--- config.mk ---
export PLATFORM = sky130hd
export DESIGN_NAME = interco_top
export DESIGN_NICKNAME = d
export VERILOG_FILES = /design/src/design/interco_pkg.sv /design/src/design/interco_top.sv /design/src/design/read_mux.sv /design/src/design/ro_cache_ctrl.sv /design/src/design/ro_cache_store.sv
export SDC_FILE = /design/constraint.sdc
export NUM_CORES = 1
export LEC_CHECK = 0
export BUFFER_PORTS_ARGS = -buffer_cell sky130_fd_sc_hd__buf_2
export CORE_MARGIN = 8
export CORE_UTILIZATION = 60
export DETAILED_ROUTE_END_ITERATION = 8
export GPL_TIMING_DRIVEN = 0
export HOLD_SLACK_MARGIN = 0.1
export PLACE_DENSITY_LB_ADDON = 0.15
export REMOVE_ABC_BUFFERS = 1
export SETUP_SLACK_MARGIN = 0.05
export SYNTH_ARGS = -nofsm -noshare
export SYNTH_HDL_FRONTEND = slang
export SYNTH_SLANG_ARGS = --single-unit
--- constraint.sdc ---
create_clock -name clk_i -period 6 [get_ports clk_i]
set_clock_uncertainty 0.15 [all_clocks]
set_input_delay 0.9 -clock clk_i [delete_from_list [all_inputs] [get_ports clk_i]]
set_output_delay 0.9 -clock clk_i [all_outputs]
set_load 0.05 [all_outputs]
--- src/design/interco_pkg.sv ---
/*
 * Shared sizes, cacheable window, channel structs and enums of the read
 * interconnect. Design and test files refer to these by scoped name.
 */

`default_nettype none

package interco_pkg;

  ////////////////////////////////////////////////////////////////////////////
  // Sizes
  ////////////////////////////////////////////////////////////////////////////

  localparam int unsigned NumSlvPorts  = 4;
  localparam int unsigned AddrWidth    = 32;
  localparam int unsigned DataWidth    = 32;
  localparam int unsigned SlvIdWidth   = 2;
  localparam int unsigned PortIdxWidth = $clog2(NumSlvPorts);
  localparam int unsigned IntIdWidth   = PortIdxWidth + SlvIdWidth; // Port index on top

  // Direct-mapped cache with one word per line
  localparam int unsigned LineCount    = 16;
  localparam int unsigned IndexWidth   = $clog2(LineCount);
  localparam int unsigned ByteOffWidth = $clog2(DataWidth / 8);
  localparam int unsigned TagWidth     = AddrWidth - IndexWidth - ByteOffWidth;

  // Cacheable window, base inclusive and limit exclusive
  localparam logic [AddrWidth-1:0] CacheBase  = 32'h1000_0000;
  localparam logic [AddrWidth-1:0] CacheLimit = 32'h1000_1000;

  ////////////////////////////////////////////////////////////////////////////
  // Types
  ////////////////////////////////////////////////////////////////////////////

  typedef logic [AddrWidth-1:0]    addr_t;
  typedef logic [DataWidth-1:0]    data_t;
  typedef logic [SlvIdWidth-1:0]   slv_id_t;
  typedef logic [IntIdWidth-1:0]   int_id_t;
  typedef logic [PortIdxWidth-1:0] port_idx_t;
  typedef logic [IndexWidth-1:0]   index_t;
  typedef logic [TagWidth-1:0]     tag_t;

  typedef enum logic [1:0] {
    RESP_OKAY   = 2'b00,
    RESP_SLVERR = 2'b10
  } rresp_e;

  typedef enum logic [2:0] {
    ST_IDLE,
    ST_LOOKUP,
    ST_RESPOND,
    ST_FETCH_AR,
    ST_FETCH_R
  } cache_state_e;

  // Held AR beat, used by the spill register and the cache request register
  typedef struct packed {
    int_id_t id;
    addr_t   addr;
  } int_ar_t;

  // Requester side
  typedef struct packed {
    logic    ar_valid;
    slv_id_t ar_id;
    addr_t   ar_addr;
    logic    r_ready;
  } slv_req_t;

  typedef struct packed {
    logic    ar_ready;
    logic    r_valid;
    slv_id_t r_id;
    data_t   r_data;
    rresp_e  r_resp;
  } slv_rsp_t;

  // Internal and master side, port index prepended to the ID
  typedef struct packed {
    logic    ar_valid;
    int_id_t ar_id;
    addr_t   ar_addr;
    logic    r_ready;
  } int_req_t;

  typedef struct packed {
    logic    ar_ready;
    logic    r_valid;
    int_id_t r_id;
    data_t   r_data;
    rresp_e  r_resp;
  } int_rsp_t;

endpackage

`default_nettype wire

--- src/design/interco_top.sv ---
/*
 * One level of the read interconnect. Four requesting ports pass the
 * round-robin multiplexer and the read-only cache to one master port.
 */

`timescale 1ns/1ns
`default_nettype none

module interco_top (
  input  wire logic                                              clk_i,
  input  wire logic                                              arst_n_i,
  input  interco_pkg::slv_req_t [interco_pkg::NumSlvPorts-1:0] slv_req_i,
  output interco_pkg::slv_rsp_t [interco_pkg::NumSlvPorts-1:0] slv_rsp_o,
  output interco_pkg::int_req_t                                  mst_req_o,
  input  interco_pkg::int_rsp_t                                  mst_rsp_i
);

  // Multiplexer to cache
  interco_pkg::int_req_t int_req;
  interco_pkg::int_rsp_t int_rsp;

  // Cache control to store
  interco_pkg::addr_t lookup_addr;
  logic               hit;
  interco_pkg::data_t hit_data;
  logic               fill_en;
  interco_pkg::data_t fill_data;

  read_mux read_mux_i (
    .clk_i     (clk_i    ),
    .arst_n_i  (arst_n_i ),
    .slv_req_i (slv_req_i),
    .slv_rsp_o (slv_rsp_o),
    .int_req_o (int_req  ),
    .int_rsp_i (int_rsp  )
  );

  ro_cache_ctrl ro_cache_ctrl_i (
    .clk_i         (clk_i      ),
    .arst_n_i      (arst_n_i   ),
    .int_req_i     (int_req    ),
    .int_rsp_o     (int_rsp    ),
    .mst_req_o     (mst_req_o  ),
    .mst_rsp_i     (mst_rsp_i  ),
    .lookup_addr_o (lookup_addr),
    .hit_i         (hit        ),
    .hit_data_i    (hit_data   ),
    .fill_en_o     (fill_en    ),
    .fill_data_o   (fill_data  )
  );

  ro_cache_store ro_cache_store_i (
    .clk_i         (clk_i      ),
    .arst_n_i      (arst_n_i   ),
    .lookup_addr_i (lookup_addr),
    .hit_o         (hit        ),
    .hit_data_o    (hit_data   ),
    .fill_en_i     (fill_en    ),
    .fill_data_i   (fill_data  )
  );

endmodule

`default_nettype wire

--- src/design/read_mux.sv ---
/*
 * Round-robin read multiplexer. Merges the AR channels of all requesting
 * ports into one spill register, widening the ID with the port index, and
 * steers R beats back to the port named by the upper ID bits.
 */

`timescale 1ns/1ns
`default_nettype none

module read_mux (
  input  wire logic                                              clk_i,
  input  wire logic                                              arst_n_i,
  input  interco_pkg::slv_req_t [interco_pkg::NumSlvPorts-1:0] slv_req_i,
  output interco_pkg::slv_rsp_t [interco_pkg::NumSlvPorts-1:0] slv_rsp_o,
  output interco_pkg::int_req_t                                  int_req_o,
  input  interco_pkg::int_rsp_t                                  int_rsp_i
);

  interco_pkg::port_idx_t rr_ptr_q;   // First port to look at
  interco_pkg::port_idx_t gnt_idx;
  logic                   gnt_valid;
  logic                   spill_valid_q;
  interco_pkg::int_ar_t   spill_q;
  logic                   spill_ready;
  logic                   ar_take;
  interco_pkg::port_idx_t r_port;

  ////////////////////////////////////////////////////////////////////////////
  // Arbitration
  ////////////////////////////////////////////////////////////////////////////

  // Search starts at the port after the last grant
  always_comb begin : arb_search
    interco_pkg::port_idx_t idx;
    gnt_valid = 1'b0;
    gnt_idx   = rr_ptr_q;
    idx       = rr_ptr_q;
    for (int unsigned k = 0; k < interco_pkg::NumSlvPorts; k++) begin
      idx = rr_ptr_q + interco_pkg::port_idx_t'(k);
      if (!gnt_valid && slv_req_i[idx].ar_valid) begin
        gnt_valid = 1'b1;
        gnt_idx   = idx;
      end
    end
  end

  assign spill_ready = !spill_valid_q || int_rsp_i.ar_ready; // Empty or draining
  assign ar_take     = gnt_valid && spill_ready;

  always_ff @(posedge clk_i or negedge arst_n_i) begin
    if (!arst_n_i) begin
      spill_valid_q <= 1'b0;
      rr_ptr_q      <= '0;
    end else if (ar_take) begin
      spill_valid_q <= 1'b1;
      rr_ptr_q      <= gnt_idx + 1'b1;
    end else if (int_rsp_i.ar_ready) begin
      spill_valid_q <= 1'b0;
    end
  end

  // Spill payload, ID widened with the granted port
  always_ff @(posedge clk_i) begin
    if (ar_take) begin
      spill_q.id   <= {gnt_idx, slv_req_i[gnt_idx].ar_id};
      spill_q.addr <= slv_req_i[gnt_idx].ar_addr;
    end
  end

  ////////////////////////////////////////////////////////////////////////////
  // Internal side and response routing
  ////////////////////////////////////////////////////////////////////////////

  assign r_port = int_rsp_i.r_id[interco_pkg::IntIdWidth-1 -: interco_pkg::PortIdxWidth];

  always_comb begin
    int_req_o.ar_valid = spill_valid_q;
    int_req_o.ar_id    = spill_q.id;
    int_req_o.ar_addr  = spill_q.addr;
    int_req_o.r_ready  = slv_req_i[r_port].r_ready; // Ready from the addressed port
  end

  always_comb begin
    for (int unsigned p = 0; p < interco_pkg::NumSlvPorts; p++) begin
      slv_rsp_o[p].ar_ready = ar_take && (gnt_idx == interco_pkg::port_idx_t'(p));
      slv_rsp_o[p].r_valid  = int_rsp_i.r_valid && (r_port == interco_pkg::port_idx_t'(p));
      slv_rsp_o[p].r_id     = int_rsp_i.r_id[interco_pkg::SlvIdWidth-1:0];
      slv_rsp_o[p].r_data   = int_rsp_i.r_data;
      slv_rsp_o[p].r_resp   = int_rsp_i.r_resp;
    end
  end

endmodule

`default_nettype wire

--- src/design/ro_cache_ctrl.sv ---
/*
 * Control of the blocking read-only cache. Takes one internal read at a
 * time, answers window hits from the store and forwards misses and
 * out-of-window reads to the master port, filling OKAY window responses.
 */

`timescale 1ns/1ns
`default_nettype none

module ro_cache_ctrl (
  input  wire logic                  clk_i,
  input  wire logic                  arst_n_i,
  // Internal side, from the multiplexer
  input  interco_pkg::int_req_t      int_req_i,
  output interco_pkg::int_rsp_t      int_rsp_o,
  // Master port
  output interco_pkg::int_req_t      mst_req_o,
  input  interco_pkg::int_rsp_t      mst_rsp_i,
  // Store access
  output interco_pkg::addr_t         lookup_addr_o,
  input  wire logic                  hit_i,
  input  interco_pkg::data_t         hit_data_i,
  output logic                       fill_en_o,
  output interco_pkg::data_t         fill_data_o
);

  interco_pkg::cache_state_e state_q;
  interco_pkg::cache_state_e state_d;
  interco_pkg::int_ar_t      req_q;       // Request being served
  logic                      in_window;
  logic                      ar_hs;
  logic                      responding;
  logic                      fetching_r;

  assign ar_hs      = (state_q == interco_pkg::ST_IDLE) && int_req_i.ar_valid;
  assign responding = (state_q == interco_pkg::ST_RESPOND);
  assign fetching_r = (state_q == interco_pkg::ST_FETCH_R);

  // Window check on the held address
  assign in_window = (req_q.addr >= interco_pkg::CacheBase) &&
                     (req_q.addr <  interco_pkg::CacheLimit);

  always_ff @(posedge clk_i) begin
    if (ar_hs) begin
      req_q.id   <= int_req_i.ar_id;
      req_q.addr <= int_req_i.ar_addr;
    end
  end

  ////////////////////////////////////////////////////////////////////////////
  // State machine
  ////////////////////////////////////////////////////////////////////////////

  always_comb begin
    state_d = state_q;
    unique case (state_q)
      interco_pkg::ST_IDLE: begin
        if (int_req_i.ar_valid) state_d = interco_pkg::ST_LOOKUP;
      end
      interco_pkg::ST_LOOKUP: begin
        // Store answers combinationally on the held address
        if (in_window && hit_i) begin
          state_d = interco_pkg::ST_RESPOND;
        end else begin
          state_d = interco_pkg::ST_FETCH_AR;
        end
      end
      interco_pkg::ST_RESPOND: begin
        if (int_req_i.r_ready) state_d = interco_pkg::ST_IDLE;
      end
      interco_pkg::ST_FETCH_AR: begin
        if (mst_rsp_i.ar_ready) state_d = interco_pkg::ST_FETCH_R;
      end
      interco_pkg::ST_FETCH_R: begin
        if (mst_rsp_i.r_valid && int_req_i.r_ready) state_d = interco_pkg::ST_IDLE;
      end
      default: state_d = interco_pkg::ST_IDLE;
    endcase
  end

  always_ff @(posedge clk_i or negedge arst_n_i) begin
    if (!arst_n_i) begin
      state_q <= interco_pkg::ST_IDLE;
    end else begin
      state_q <= state_d;
    end
  end

  ////////////////////////////////////////////////////////////////////////////
  // Channel outputs
  ////////////////////////////////////////////////////////////////////////////

  always_comb begin
    int_rsp_o.ar_ready = (state_q == interco_pkg::ST_IDLE);
    int_rsp_o.r_valid  = responding || (fetching_r && mst_rsp_i.r_valid);
    if (responding) begin
      int_rsp_o.r_id   = req_q.id;
      int_rsp_o.r_data = hit_data_i;          // Line stays put while responding
      int_rsp_o.r_resp = interco_pkg::RESP_OKAY;
    end else begin
      int_rsp_o.r_id   = mst_rsp_i.r_id;      // Downstream response passed back
      int_rsp_o.r_data = mst_rsp_i.r_data;
      int_rsp_o.r_resp = mst_rsp_i.r_resp;
    end
  end

  // Forwarded reads keep their internal ID
  always_comb begin
    mst_req_o.ar_valid = (state_q == interco_pkg::ST_FETCH_AR);
    mst_req_o.ar_id    = req_q.id;
    mst_req_o.ar_addr  = req_q.addr;
    mst_req_o.r_ready  = fetching_r && int_req_i.r_ready;
  end

  assign lookup_addr_o = req_q.addr;

  // Fill only at the downstream R transfer, OKAY and inside the window
  assign fill_en_o   = fetching_r && mst_rsp_i.r_valid && int_req_i.r_ready &&
                       in_window && (mst_rsp_i.r_resp == interco_pkg::RESP_OKAY);
  assign fill_data_o = mst_rsp_i.r_data;

endmodule

`default_nettype wire

--- src/design/ro_cache_store.sv ---
/*
 * Storage of the direct-mapped read-only cache. Valid, tag and data
 * arrays with a combinational lookup and a clocked one-word line fill.
 */

`timescale 1ns/1ns
`default_nettype none

module ro_cache_store (
  input  wire logic          clk_i,
  input  wire logic          arst_n_i,
  input  interco_pkg::addr_t lookup_addr_i,
  output logic               hit_o,
  output interco_pkg::data_t hit_data_o,
  input  wire logic          fill_en_i,
  input  interco_pkg::data_t fill_data_i
);

  interco_pkg::index_t index;
  interco_pkg::tag_t   tag;

  logic [interco_pkg::LineCount-1:0]                       valid_q;
  logic [interco_pkg::LineCount-1:0][interco_pkg::TagWidth-1:0] tag_q;
  interco_pkg::data_t                                      data_q [interco_pkg::LineCount];

  ////////////////////////////////////////////////////////////////////////////
  // Address split
  ////////////////////////////////////////////////////////////////////////////

  // Byte offset dropped, word index below the tag
  assign index = lookup_addr_i[interco_pkg::ByteOffWidth +: interco_pkg::IndexWidth];
  assign tag   = lookup_addr_i[interco_pkg::AddrWidth-1 -: interco_pkg::TagWidth];

  ////////////////////////////////////////////////////////////////////////////
  // Lookup
  ////////////////////////////////////////////////////////////////////////////

  assign hit_o      = valid_q[index] && (tag_q[index] == tag);
  assign hit_data_o = data_q[index];   // Only meaningful with hit_o

  ////////////////////////////////////////////////////////////////////////////
  // Fill
  ////////////////////////////////////////////////////////////////////////////

  always_ff @(posedge clk_i or negedge arst_n_i) begin
    if (!arst_n_i) begin
      valid_q <= '0;
      tag_q   <= '0;
    end else if (fill_en_i) begin
      valid_q[index] <= 1'b1;
      tag_q[index]   <= tag;
    end
  end

  // Data array
  always_ff @(posedge clk_i) begin
    if (fill_en_i) begin
      data_q[index] <= fill_data_i;
    end
  end

endmodule

`default_nettype wire

==> reports/results.txt, run 1 <==
asr flop ratio synth: 42.7%
die width: 282 um
Buffers on Ports: 375
Unique masters post-synth: 60
final period utilization: 78.1%
dpl cell area: 0.0465 mm^2
Final min period: 4.69 ns
R2R Path End: ro_cache_store_i.tag_q[106]
Seq/Total Area, Yosys: 67.4%
initial cell density of the core: 60.5%
Clock Pin Slew Worst Setup and Hold Paths: 0.06 ns
standby leakage power: 20.3 nW
Final Hold Slack: 0.265 ns
core area: 0.0700 mm^2
DIE AREA: 0.0794 mm^2
Reg2Reg Setup Slack: 1.31 ns
global-route wire length before repair: 157,000 um
IO Pins: 376
Worst Setup SP: ro_cache_ctrl_i.state_q[2]
# Post-CTS Setup Buffers: 0
CP bufs+invs: 1
post-cts gate resize count: 0
layout cell share with drive strength beyond 1: 41.7%
RSZ-0062 raised after global routing: false
DRT iter0 DRCs: 2,081
Final #Nets: 2,844
Max-Cap Viols: 0
R2R cell count: 8
FF-to-FF Start: ro_cache_ctrl_i.state_q[2]
Antenna Nets Post-Route: 0
HP Class: flop to flop
Placer Congestion: 0.801
Num CTS Buffers: 101
WL/cell: 28.2 um
worst vdd ir: 368 uV
Worst path top cell family by delay: simple AND/OR/NAND/NOR gates
Final setup violation count: 0
row cnt: 97
CTS tree: done
HPWL Detailed: 66,700 um
overall die height: 282 um
drt first pass iters: 5
initial antenna violation count: 2
layout overhead on the synthesized area: 17.6%
crit path kind: flop to flop
CTS Hold Bufs: 1
kind of end point of the critical path: flop
Max Fanout on Critical Path: 22
Worst Setup EP: ro_cache_store_i.tag_q[106]
clk_lat worst skew: 0.66 ns
All-Layer GR Usage: 26.5%
Root Driver: clkbuf_16
Main synth FF type: edfxtp_1
dpl cells: 3,490
fin cells: 3,683
Clock Tree Buf Depth: 3
gr ovfl total: 0
Rel. slew slack: 32.5%
flops & latches, synth: 1,026
fmax: 213 MHz
EDFF count, synth: 584
Final Hold Viols: 0
average size of a mapped cell: 18.3 um^2
final WL: 104,000 um
via count: 22,900
cell taking the most area after synthesis: edfxtp_1
largest net degree at the start of global routing: 139
Synth Cell Area: 0.0424 mm^2
cells along the critical path: nor3b_4 > mux2i_2 > mux4_2 > nand4_1 > or3_1 > nor2_4 > buf_12 > mux2_2
worst-margin pin slew: 1.01 ns
CP peak stage delay: 0.83 ns
Mapped Cells: 2,316
most common cell in the synthesized netlist: edfxtp_1
Req. time, crit path: 6.38 ns
post-synth top area share: 41.4%
most frequent cells after synthesis: edfxtp_1, dfrtp_1, mux4_2, nor2b_1, mux2_2
Slowest cell on crit path: nor2_4
Post-Layout Inst Area: 0.0499 mm^2
pwr/cell area: 423 mW/mm^2
yosys warns: 0
DRC Markers: 0
outcome: finished, final reports clean
Max Slew Vio Count: 0
crit path DAT: 5.07 ns
leading post-synthesis cells by cell area: edfxtp_1, dfrtp_1, mux4_2, nor2b_1, mux2_2
H-tree levels: 3
clk sinks: 1,026
Stages on worst setup path: 8
number of global-route vias before repair: 24,800
CP startpoint kind: flop
detail-routed via count per cell: 6.21
## worst min-delay path by stage
stage	startpoint	to	slack [ns]	depth (start not counted)
detailed placement	read_mux_i.int_req_o[17]	ro_cache_ctrl_i.lookup_addr_o[16]	0.26	0
floorplan	read_mux_i.int_req_o[1]	ro_cache_ctrl_i.lookup_addr_o[0]	0.25	0
global route	read_mux_i.int_req_o[34]	ro_cache_ctrl_i.mst_req_o[34]	0.27	0
global placement	read_mux_i.int_req_o[17]	ro_cache_ctrl_i.lookup_addr_o[16]	0.25	0
finish	read_mux_i.int_req_o[13]	ro_cache_ctrl_i.lookup_addr_o[12]	0.26	0
CTS	read_mux_i.int_req_o[15]	ro_cache_ctrl_i.lookup_addr_o[14]	0.27	0
## cells in the final DEF (no fill, tap or decap), drive strengths merged, types with 6 or more instances in the layout
master  netlist  final
nand3         9      9
nor3         13     13
o21ai        10     10
mux4        309    309
clkbuf       61    150
nor4          9      9
inv          18     22
o211ai        7      7
buf         179    474
a21oi        13     13
nor2b       309    309
nor3b         6      6
nor2         31     31
nand2        25     25
mux2        138    138
clkinv        0     26
xor2          7      7
edfxtp      584    584
or2          32     32
mux2i        29     29
o22ai         7      7
nand2b       10     10
dfrtp       438    438
a22oi         6      6
xnor2        13     13
## metal layers
metal	GRT usage, %	wire length [um]	up-vias
li1	-	-	9451
met1	34.8	40700	12200
met2	45.1	53000	1003
met3	4.68	6870	186
met4	9.12	3310	0
met5	0	0	-
## metrics by stage
step	power, mW	setup TNS (ns)	utilization, %	setup WS [ns]
after detailed placement	14.9	0	66.3	1.33
after global routing	21.8	0	71.2	1.13
after CTS	21.3	0	71.2	1.30
after global placement	14.8	-6459.13	62.9	-7.28
after floorplan	13.1	-910.13	-	-2.11
final	21.1	0	71.2	1.31
## where the power goes
| group | switching (mW) | internal (mW) |
|---|---|---|
| Combinational | 3.85 | 2.56 |
| Sequential | 0.508 | 7.80 |
| Clock | 2.68 | 3.68 |
## area by class of cell
| class | instances | area (um^2) |
|---|---|---|
| Tap cell | 940 | 1180 |
| Antenna cell | 2 | 5.00 |
| Multi-Input combinational cell | 1032 | 12500 |
| Clock buffer | 150 | 2990 |
| Fill cell | 4285 | 20200 |
| Sequential cell | 1026 | 28600 |
| Timing Repair Buffer | 475 | 4160 |
| Clock inverter | 40 | 405 |
| Inverter | 18 | 67.6 |
## kinds of logic after synthesis
kind of cell | count (synthesis) | synth area share [%]
buffers and inverters | 258 | 3.44
muxes | 476 | 20.8
xor gates and xnor gates | 20 | 0.413
AOI/OAI and AO/OA | 71 | 1.16
DFF | 1026 | 67.4
and+or+nand+nor | 461 | 6.69
adders and majority gates | 4 | 0.118
## flip-flops by register name, indices dropped and copies added (netlist names), named ones only
| signal | flops |
|---|---|
| ro_cache_ctrl_i.state_q | 3 |
| ro_cache_store_i.valid_q | 16 |
| ro_cache_store_i.data_q | 512 |
| read_mux_i.spill_valid_q | 1 |
| ro_cache_ctrl_i.lookup_addr_o | 32 |
| ro_cache_store_i.tag_q | 416 |
| read_mux_i.int_req_o | 36 |
| read_mux_i.rr_ptr_q | 2 |
| ro_cache_ctrl_i.mst_req_o | 4 |
Power figures use the tool's default switching activity.
==> inputs of run 2 (changes only) <==
Settings changed: CORE_UTILIZATION 60 to 54.
Clock period 6 ns to 4.01 ns, I/O delays scaled along.
==> run 2 against run 1 <==
Against the previous run:
- die area is 10% higher
- sequential cell count stayed put
- non-clock buffer count is 56 higher
- core utilization is 6.0 points lower
- highest routed layer is now met5
==> reports/results.txt, run 2 (same netlist as run 1, synthesis figures left out) <==
Placer Congestion: 0.773 (-3.4%)
drt first pass iters: 5 (unchanged)
Net Switching: 10.6 mW (+51%)
Final setup violation count: 0 (unchanged)
Root Driver: clkbuf_16
Final min period: 3.88 ns
DRC Markers: 0 (unchanged)
DIE AREA: 0.0877 mm^2 (+10%)
WL/cell: 27.0 um (-4.5%)
core area: 0.0776 mm^2 (+11%)
Most flops, register: ro_cache_store_i.data_q
Req. time, crit path: 3.26 ns (-3.12 ns)
CTS tree: done
sequential share of power: 38.4% (-1.0 points)
worst vdd ir: 459 uV (+25%)
detail-routed via count per cell: 5.87 (-5.5%)
layout overhead on the synthesized area: 19.3%
Final Hold Viols: 0 (unchanged)
HP Class: input pin to flop
All-Layer GR Usage: 23.7% (-2.8 points)
Num CTS Buffers: 102 (+0.99%)
Max Slew Vio Count: 0 (unchanged)
most frequent cells in the layout: edfxtp_1, dfrtp_1, buf_2
Antenna Nets Post-Route: 0 (unchanged)
final setup TNS: 0 ns (unchanged)
clk sinks: 1,026 (unchanged)
final period utilization: 96.7%
via count: 22,500 (-1.6%)
gr ovfl total: 0 (unchanged)
Setup WS post-layout: 0.132 ns (-1.18 ns)
CP startpoint kind: flop
RSZ-0062 raised after global routing: true
initial cell density of the core: 54.6% (-5.9 points)
initial antenna violation count: 2 (unchanged)
commonest non-fill, non-tap cell in the layout: edfxtp_1
Rel. slew slack: 34.7% (+2.2 points)
standby leakage power: 20.7 nW (+1.8%)
Clock Pin Slew Worst Setup and Hold Paths: 0.06 ns (about the same)
Max Fanout on Critical Path: 18 (-18%)
clk_lat worst skew: 0.66 ns (about the same)
P_int: 21.3 mW (+52%)
Max-Cap Viols: 0 (unchanged)
pwr/cell area: 632 mW/mm^2 (+50%)
die width: 296 um (+5.1%)
pre-CTS WS: -0.483 ns (-1.81 ns)
global-route wire length before repair: 156,000 um (-0.76%)
fmax: 258 MHz
layout cell share with drive strength beyond 1: 42.6% (+0.96 points)
worst-margin pin slew: 0.980 ns (-0.0306 ns)
number of flip-flops under the largest register name: 512 (unchanged)
kind of end point of the critical path: output port
Clock Tree Buf Depth: 3 (unchanged)
overall die height: 296 um (+5.1%)
largest net degree at the start of global routing: 134 (-3.6%)
IO Pins: 376 (unchanged)
fin util: 65.2% (-6.0 points)
switching share of power: 33.3% (-0.11 points)
HPWL Detailed: 65,300 um (-2.1%)
Clock power frac: 29.9% (-0.3 points)
dpl cells: 3,593 (+3.0%)
DRT iter0 DRCs: 1,668 (-20%)
row cnt: 102 (+5.2%)
crit path DAT: 3.13 ns (-1.94 ns)
Gate power share: 31.7% (+1.3 points)
number of global-route vias before repair: 24,800 (-0.13%)
Final #Nets: 2,901 (+2.0%)
H-tree levels: 3 (unchanged)
fillers: 5,338 (+25%)
fin cells: 3,834 (+4.1%)
Buffers on Ports: 375 (unchanged)
outcome: finished, final reports clean
final WL: 103,000 um (-0.54%)
crit path kind: flop to output port
run 2: worst paths after layout:
| check | start | depth (start not counted) | to | slack, ns |
|---|---|---|---|---|
| hold / removal | mst_rsp_i[3] | 1 | ro_cache_store_i.data_q[15][1] | 0.16 |
| max in group asynchronous | arst_n_i | 3 | ro_cache_store_i.tag_q[204] | 2.15 |
| hold reg to reg | read_mux_i.int_req_o[32] | 0 | ro_cache_ctrl_i.lookup_addr_o[31] | 0.26 |
| setup / recovery | flop | 6 | slv_rsp_o[84] | 0.13 |
| min in group asynchronous | arst_n_i | 2 | ro_cache_store_i.tag_q[365] | 0.40 |
| setup reg to reg | ro_cache_ctrl_i.state_q[0] | 9 | ro_cache_store_i.data_q[14][25] | 0.17 |
run 2: cell type report:
type / instances / area (um^2) / share of cell area, %
tap: 1040 / 1300 / 2.57
sequential: 1026 / 28600 / 56.5
multi-input combinational: 1032 / 12500 / 24.7
clock buffer: 132 / 2760 / 5.45
timing repair buffer: 531 / 4760 / 9.42
clock inverter: 53 / 604 / 1.19
antenna: 2 / 5.00 / 0.00990
inverter: 18 / 67.6 / 0.134
run 2: per-stage QoR:
step	cell area [um^2]	hold WS, ns	total power [mW]
final	50600	0.164	32.0
after global routing	50600	0.153	33.2
after CTS	50500	0.136	32.2
after detailed placement	46600	0.255	22.3
after global placement	44200	0.250	21.2
after floorplan	41000	0.156	19.3
run 2: repair_timing:
action                                  CTS  global route
hold buffers                              4             0
buffers inserted                         41             2
resized for setup                         2             5
endpoints found under the hold margin    92             0
cloned                                    5             2
pin swaps                                11             1
endpoints found under the setup margin  358            35
run 2: layer usage:
metal  track usage, %  routed length, um
met1             31.8              42400
met3             3.93               6080
met2             40.7              52700
met4             5.57               2110
met5                0                 13
run 2: power groups by stage:
stage | registers [mW] | logic, mW | clock network (mW)
detailed placement | 12.6 | 9.61 | 0
global placement | 13.6 | 7.67 | 0
global route | 12.4 | 10.7 | 10.1
floorplan | 13.4 | 5.93 | 0
CTS | 12.3 | 10.2 | 9.71
finish | 12.3 | 10.1 | 9.56
run 2: critical path: stages, from the launching register on:
cell     delay, ns
dfxtp_4       0.43
buf_16        0.21
buf_16        0.22
mux4_2        0.53
mux4_2        0.48
mux2_2        0.34
buf_2         0.23
==> inputs of run 3 (changes only) <==
Settings changed: ABC_AREA from default to 1.
==> run 3 against run 2 <==
Against the previous run:
- sequential cell count did not move
- total power rose by 18%
- final area rose by 2.1%
- die area rose by 5.3%
- core utilization fell by 2.3 points
- critical path depth rose by 3
- combinational power rose by 52%
- highest routed layer unchanged
==> reports/results.txt, run 3 <==
Req. time, crit path: 4.20 ns (+0.94 ns)
drt first pass iters: 7 (+2)
crit path kind: flop to flop
CP bufs+invs: 3 (unchanged)
Final setup violation count: 0 (unchanged)
final period utilization: 98.0% (+1.3 points)
global-route wire length before repair: 183,000 um (+17%)
core area: 0.0821 mm^2 (+5.8%)
Post-Layout Inst Area: 0.0516 mm^2 (+2.1%)
standby leakage power: 24.9 nW (+21%)
gr ovfl total: 0 (unchanged)
H-tree levels: 3 (unchanged)
cell taking the most area after synthesis: edfxtp_1
flops & latches, synth: 1,026 (unchanged)
Setup WS post-layout: 0.0807 ns (-0.0514 ns)
Main synth FF type: edfxtp_1
Synth Cell Area: 0.0448 mm^2 (+5.6%)
Mapped Cells: 4,683 (+100%)
most frequent cells in the layout: nand2_1, edfxtp_1, dfrtp_1
number of global-route vias before repair: 31,700 (+28%)
DRC Markers: 0 (unchanged)
DIE AREA: 0.0924 mm^2 (+5.3%)
layout overhead on the synthesized area: 15.4%
clk sinks: 1,026 (unchanged)
Final #Nets: 5,067 (+75%)
Buffers on Ports: 375 (unchanged)
layout cell share with drive strength beyond 1: 14.8% (-28 points)
Seq/Total Area, Yosys: 63.8% (-3.6 points)
via count: 32,800 (+46%)
R2R cell count: 9 (unchanged)
IO Pins: 376 (unchanged)
worst vdd ir: 1140 uV (+150%)
initial cell density of the core: 54.5% (-0.12 points)
most frequent cells after synthesis: nand2_1, edfxtp_1, dfrtp_1
WHS Path Cells: 5 (+4)
dpl cell area: 0.0474 mm^2 (+1.7%)
detail-routed via count per cell: 5.44 (-7.4%)
leading post-synthesis cells by cell area: edfxtp_1, dfrtp_1, nand2_1, o21ai_0, inv_1
number of flip-flops under the largest register name: 512 (unchanged)
initial antenna violation count: 9 (+7)
EDFF count, synth: 584 (unchanged)
kind of end point of the critical path: flop
All-Layer GR Usage: 25.1% (+1.4 points)
DRT iter0 DRCs: 3,093 (+85%)
Placer Congestion: 0.788 (+2.0%)
Worst path top cell family by delay: simple AND/OR/NAND/NOR gates
Reg2Reg Setup Slack: 0.08 ns (-0.09 ns)
largest net degree at the start of global routing: 124 (-7.5%)
Most flops, register: ro_cache_store_i.data_q
CP startpoint kind: flop
Num CTS Buffers: 103 (+0.98%)
CP peak stage delay: 0.57 ns (+0.04 ns)
die width: 304 um (+2.6%)
FF-to-FF Start: ro_cache_ctrl_i.lookup_addr_o[28]
most common cell in the synthesized netlist: nand2_1
Max Fanout on Critical Path: 32 (+14)
Unique masters post-synth: 43 (-28%)
Clock Pin Slew Worst Setup and Hold Paths: 0.06 ns (about the same)
yosys warns: 0 (unchanged)
pre-CTS WS: -1.26 ns (-0.776 ns)
average size of a mapped cell: 9.56 um^2 (-48%)
crit path DAT: 4.12 ns (+0.99 ns)
Root Driver: clkbuf_16
Max Slew Vio Count: 0 (unchanged)
HP Start: slv_req_i[38]
WL/cell: 19.9 um (-26%)
fmax: 254 MHz (-1.3%)
Slowest cell on crit path: nand2_2
R2R Path End: ro_cache_store_i.data_q[14][28]
Hold Crit Endpoint: read_mux_i.int_req_o[2]
worst-margin pin slew: 1.24 ns (+0.262 ns)
post-synth top area share: 39.2% (-2.2 points)
Clock Tree Buf Depth: 3 (unchanged)
Final Hold Slack: 0.154 ns (-0.0103 ns)
Rel. slew slack: 17.1% (-18 points)
Final min period: 3.93 ns (+0.0514 ns)
commonest non-fill, non-tap cell in the layout: nand2_1
HPWL Detailed: 64,600 um (-1.0%)
RSZ-0062 raised after global routing: true
outcome: finished, final reports clean
Final Hold Viols: 0 (unchanged)
asr flop ratio synth: 42.7% (unchanged)
cells along the critical path: inv_1 > nor4_1 > nand4_1 > nor4_1 > nand2_2 > nor2_2 > nand2_2 > inv_4 > buf_12
Max-Cap Viols: 0 (unchanged)
HP Class: input pin to flop
clk_lat worst skew: 0.66 ns (about the same)
row cnt: 105 (+2.9%)
CTS tree: done
final WL: 120,000 um (+16%)
overall die height: 304 um (+2.6%)
Antenna Nets Post-Route: 0 (unchanged)
pwr/cell area: 731 mW/mm^2 (+16%)
## run 3: cell types whose count changed in the layout (fill, tap and decap cells not counted), moves of 29 or more
| cell | previous run | this run |
|---|---|---|
| o22ai_1 | 7 | 42 |
| nand3b_1 | 0 | 34 |
| mux2_2 | 138 | 18 |
| buf_4 | 45 | 16 |
| nor2_1 | 18 | 393 |
| nand2_1 | 24 | 1619 |
| inv_1 | 17 | 411 |
| nor2b_1 | 309 | 0 |
| mux4_2 | 309 | 0 |
| o221ai_1 | 2 | 90 |
| o21ai_0 | 10 | 395 |
| nand3_1 | 9 | 80 |
## run 3: how the worst max path moves through the flow
stage                                            endpoint  cells past startpoint  slack, ns                              start
after CTS                  ro_cache_store_i.data_q[5][25]                      8       0.03  ro_cache_ctrl_i.lookup_addr_o[14]
final                     ro_cache_store_i.data_q[14][28]                      9       0.08  ro_cache_ctrl_i.lookup_addr_o[28]
after detailed placement   ro_cache_store_i.data_q[4][19]                      7      -1.26   ro_cache_ctrl_i.lookup_addr_o[2]
after global routing      ro_cache_store_i.data_q[14][23]                     10      -0.09  ro_cache_ctrl_i.lookup_addr_o[21]
after global placement                     slv_rsp_o[126]                      7     -17.01                               flop
after floorplan                            slv_rsp_o[100]                      5      -7.71                               flop
## run 3: per-layer routing
| metal | share of wire [%] | vias up | track usage, % |
|---|---|---|---|
| met5 | 0.0083 | - | 0 |
| met4 | 2.1 | 2 | 6.84 |
| met3 | 7.3 | 175 | 3.97 |
| met2 | 48 | 1287 | 42.6 |
| met1 | 42 | 15900 | 33.5 |
| li1 | - | 15500 | - |
## run 3: stage by stage
stage,total power [mW],util [%],cells,setup TNS [ns]
2_1_floorplan,21.3,-,4314,-2820.97
3_3_place_gp,24.2,56.0,5759,-
3_5_place_dp,26.6,57.7,5810,-195.03
4_1_cts,37.7,62.7,6027,0
5_1_grt,39.6,62.9,6037,-2.99
6_report,37.8,62.9,6039,0
## run 3: cell families after synthesis
family | count (synthesis) | share of synthesized area (%)
AND/OR/NAND/NOR | 2214 | 19.5
flip-flops | 1026 | 63.8
buffers and inverters | 812 | 8.10
AO/OA/AOI/OAI | 605 | 7.88
multiplexers | 19 | 0.475
adder cells (fa/ha/maj) | 4 | 0.112
XOR/XNOR | 3 | 0.117
## run 3: worst min-delay path, delay by kind of cell
family,cells,cell delay (ns)
buffers and inverters,1,0.07
AND/OR/NAND/NOR,4,0.17
## run 3: repair_timing
| item | 4_1_cts | 5_1_grt |
|---|---|---|
| gates resized for setup | 57 | 16 |
| buffers inserted | 13 | 1 |
| setup endpoints to repair | 682 | 174 |
| gates cloned | 12 | 3 |
| pin swaps | 6 | 3 |
| hold buffers | 1 | 0 |
| hold endpoints to repair | 54 | 0 |
## run 3: report_power, final
group	leakage, nW	switching, mW	internal, mW
Clock	1.70	4.00	5.76
Sequential	11.4	0.521	12.0
Combinational	11.9	11.1	4.37
Total	24.9	15.6	22.2
## run 3: area by class of cell
| type | count | area, um^2 |
|---|---|---|
| antenna | 6 | 15.0 |
| clock buffer | 148 | 2990 |
| clock inverter | 43 | 503 |
| fill | 6686 | 30500 |
| inverter | 443 | 1780 |
| multi-input combinational | 2848 | 12800 |
| sequential | 1026 | 28600 |
| tap | 1070 | 1340 |
| timing repair buffer | 453 | 3640 |
| timing repair inverter | 2 | 15.0 |
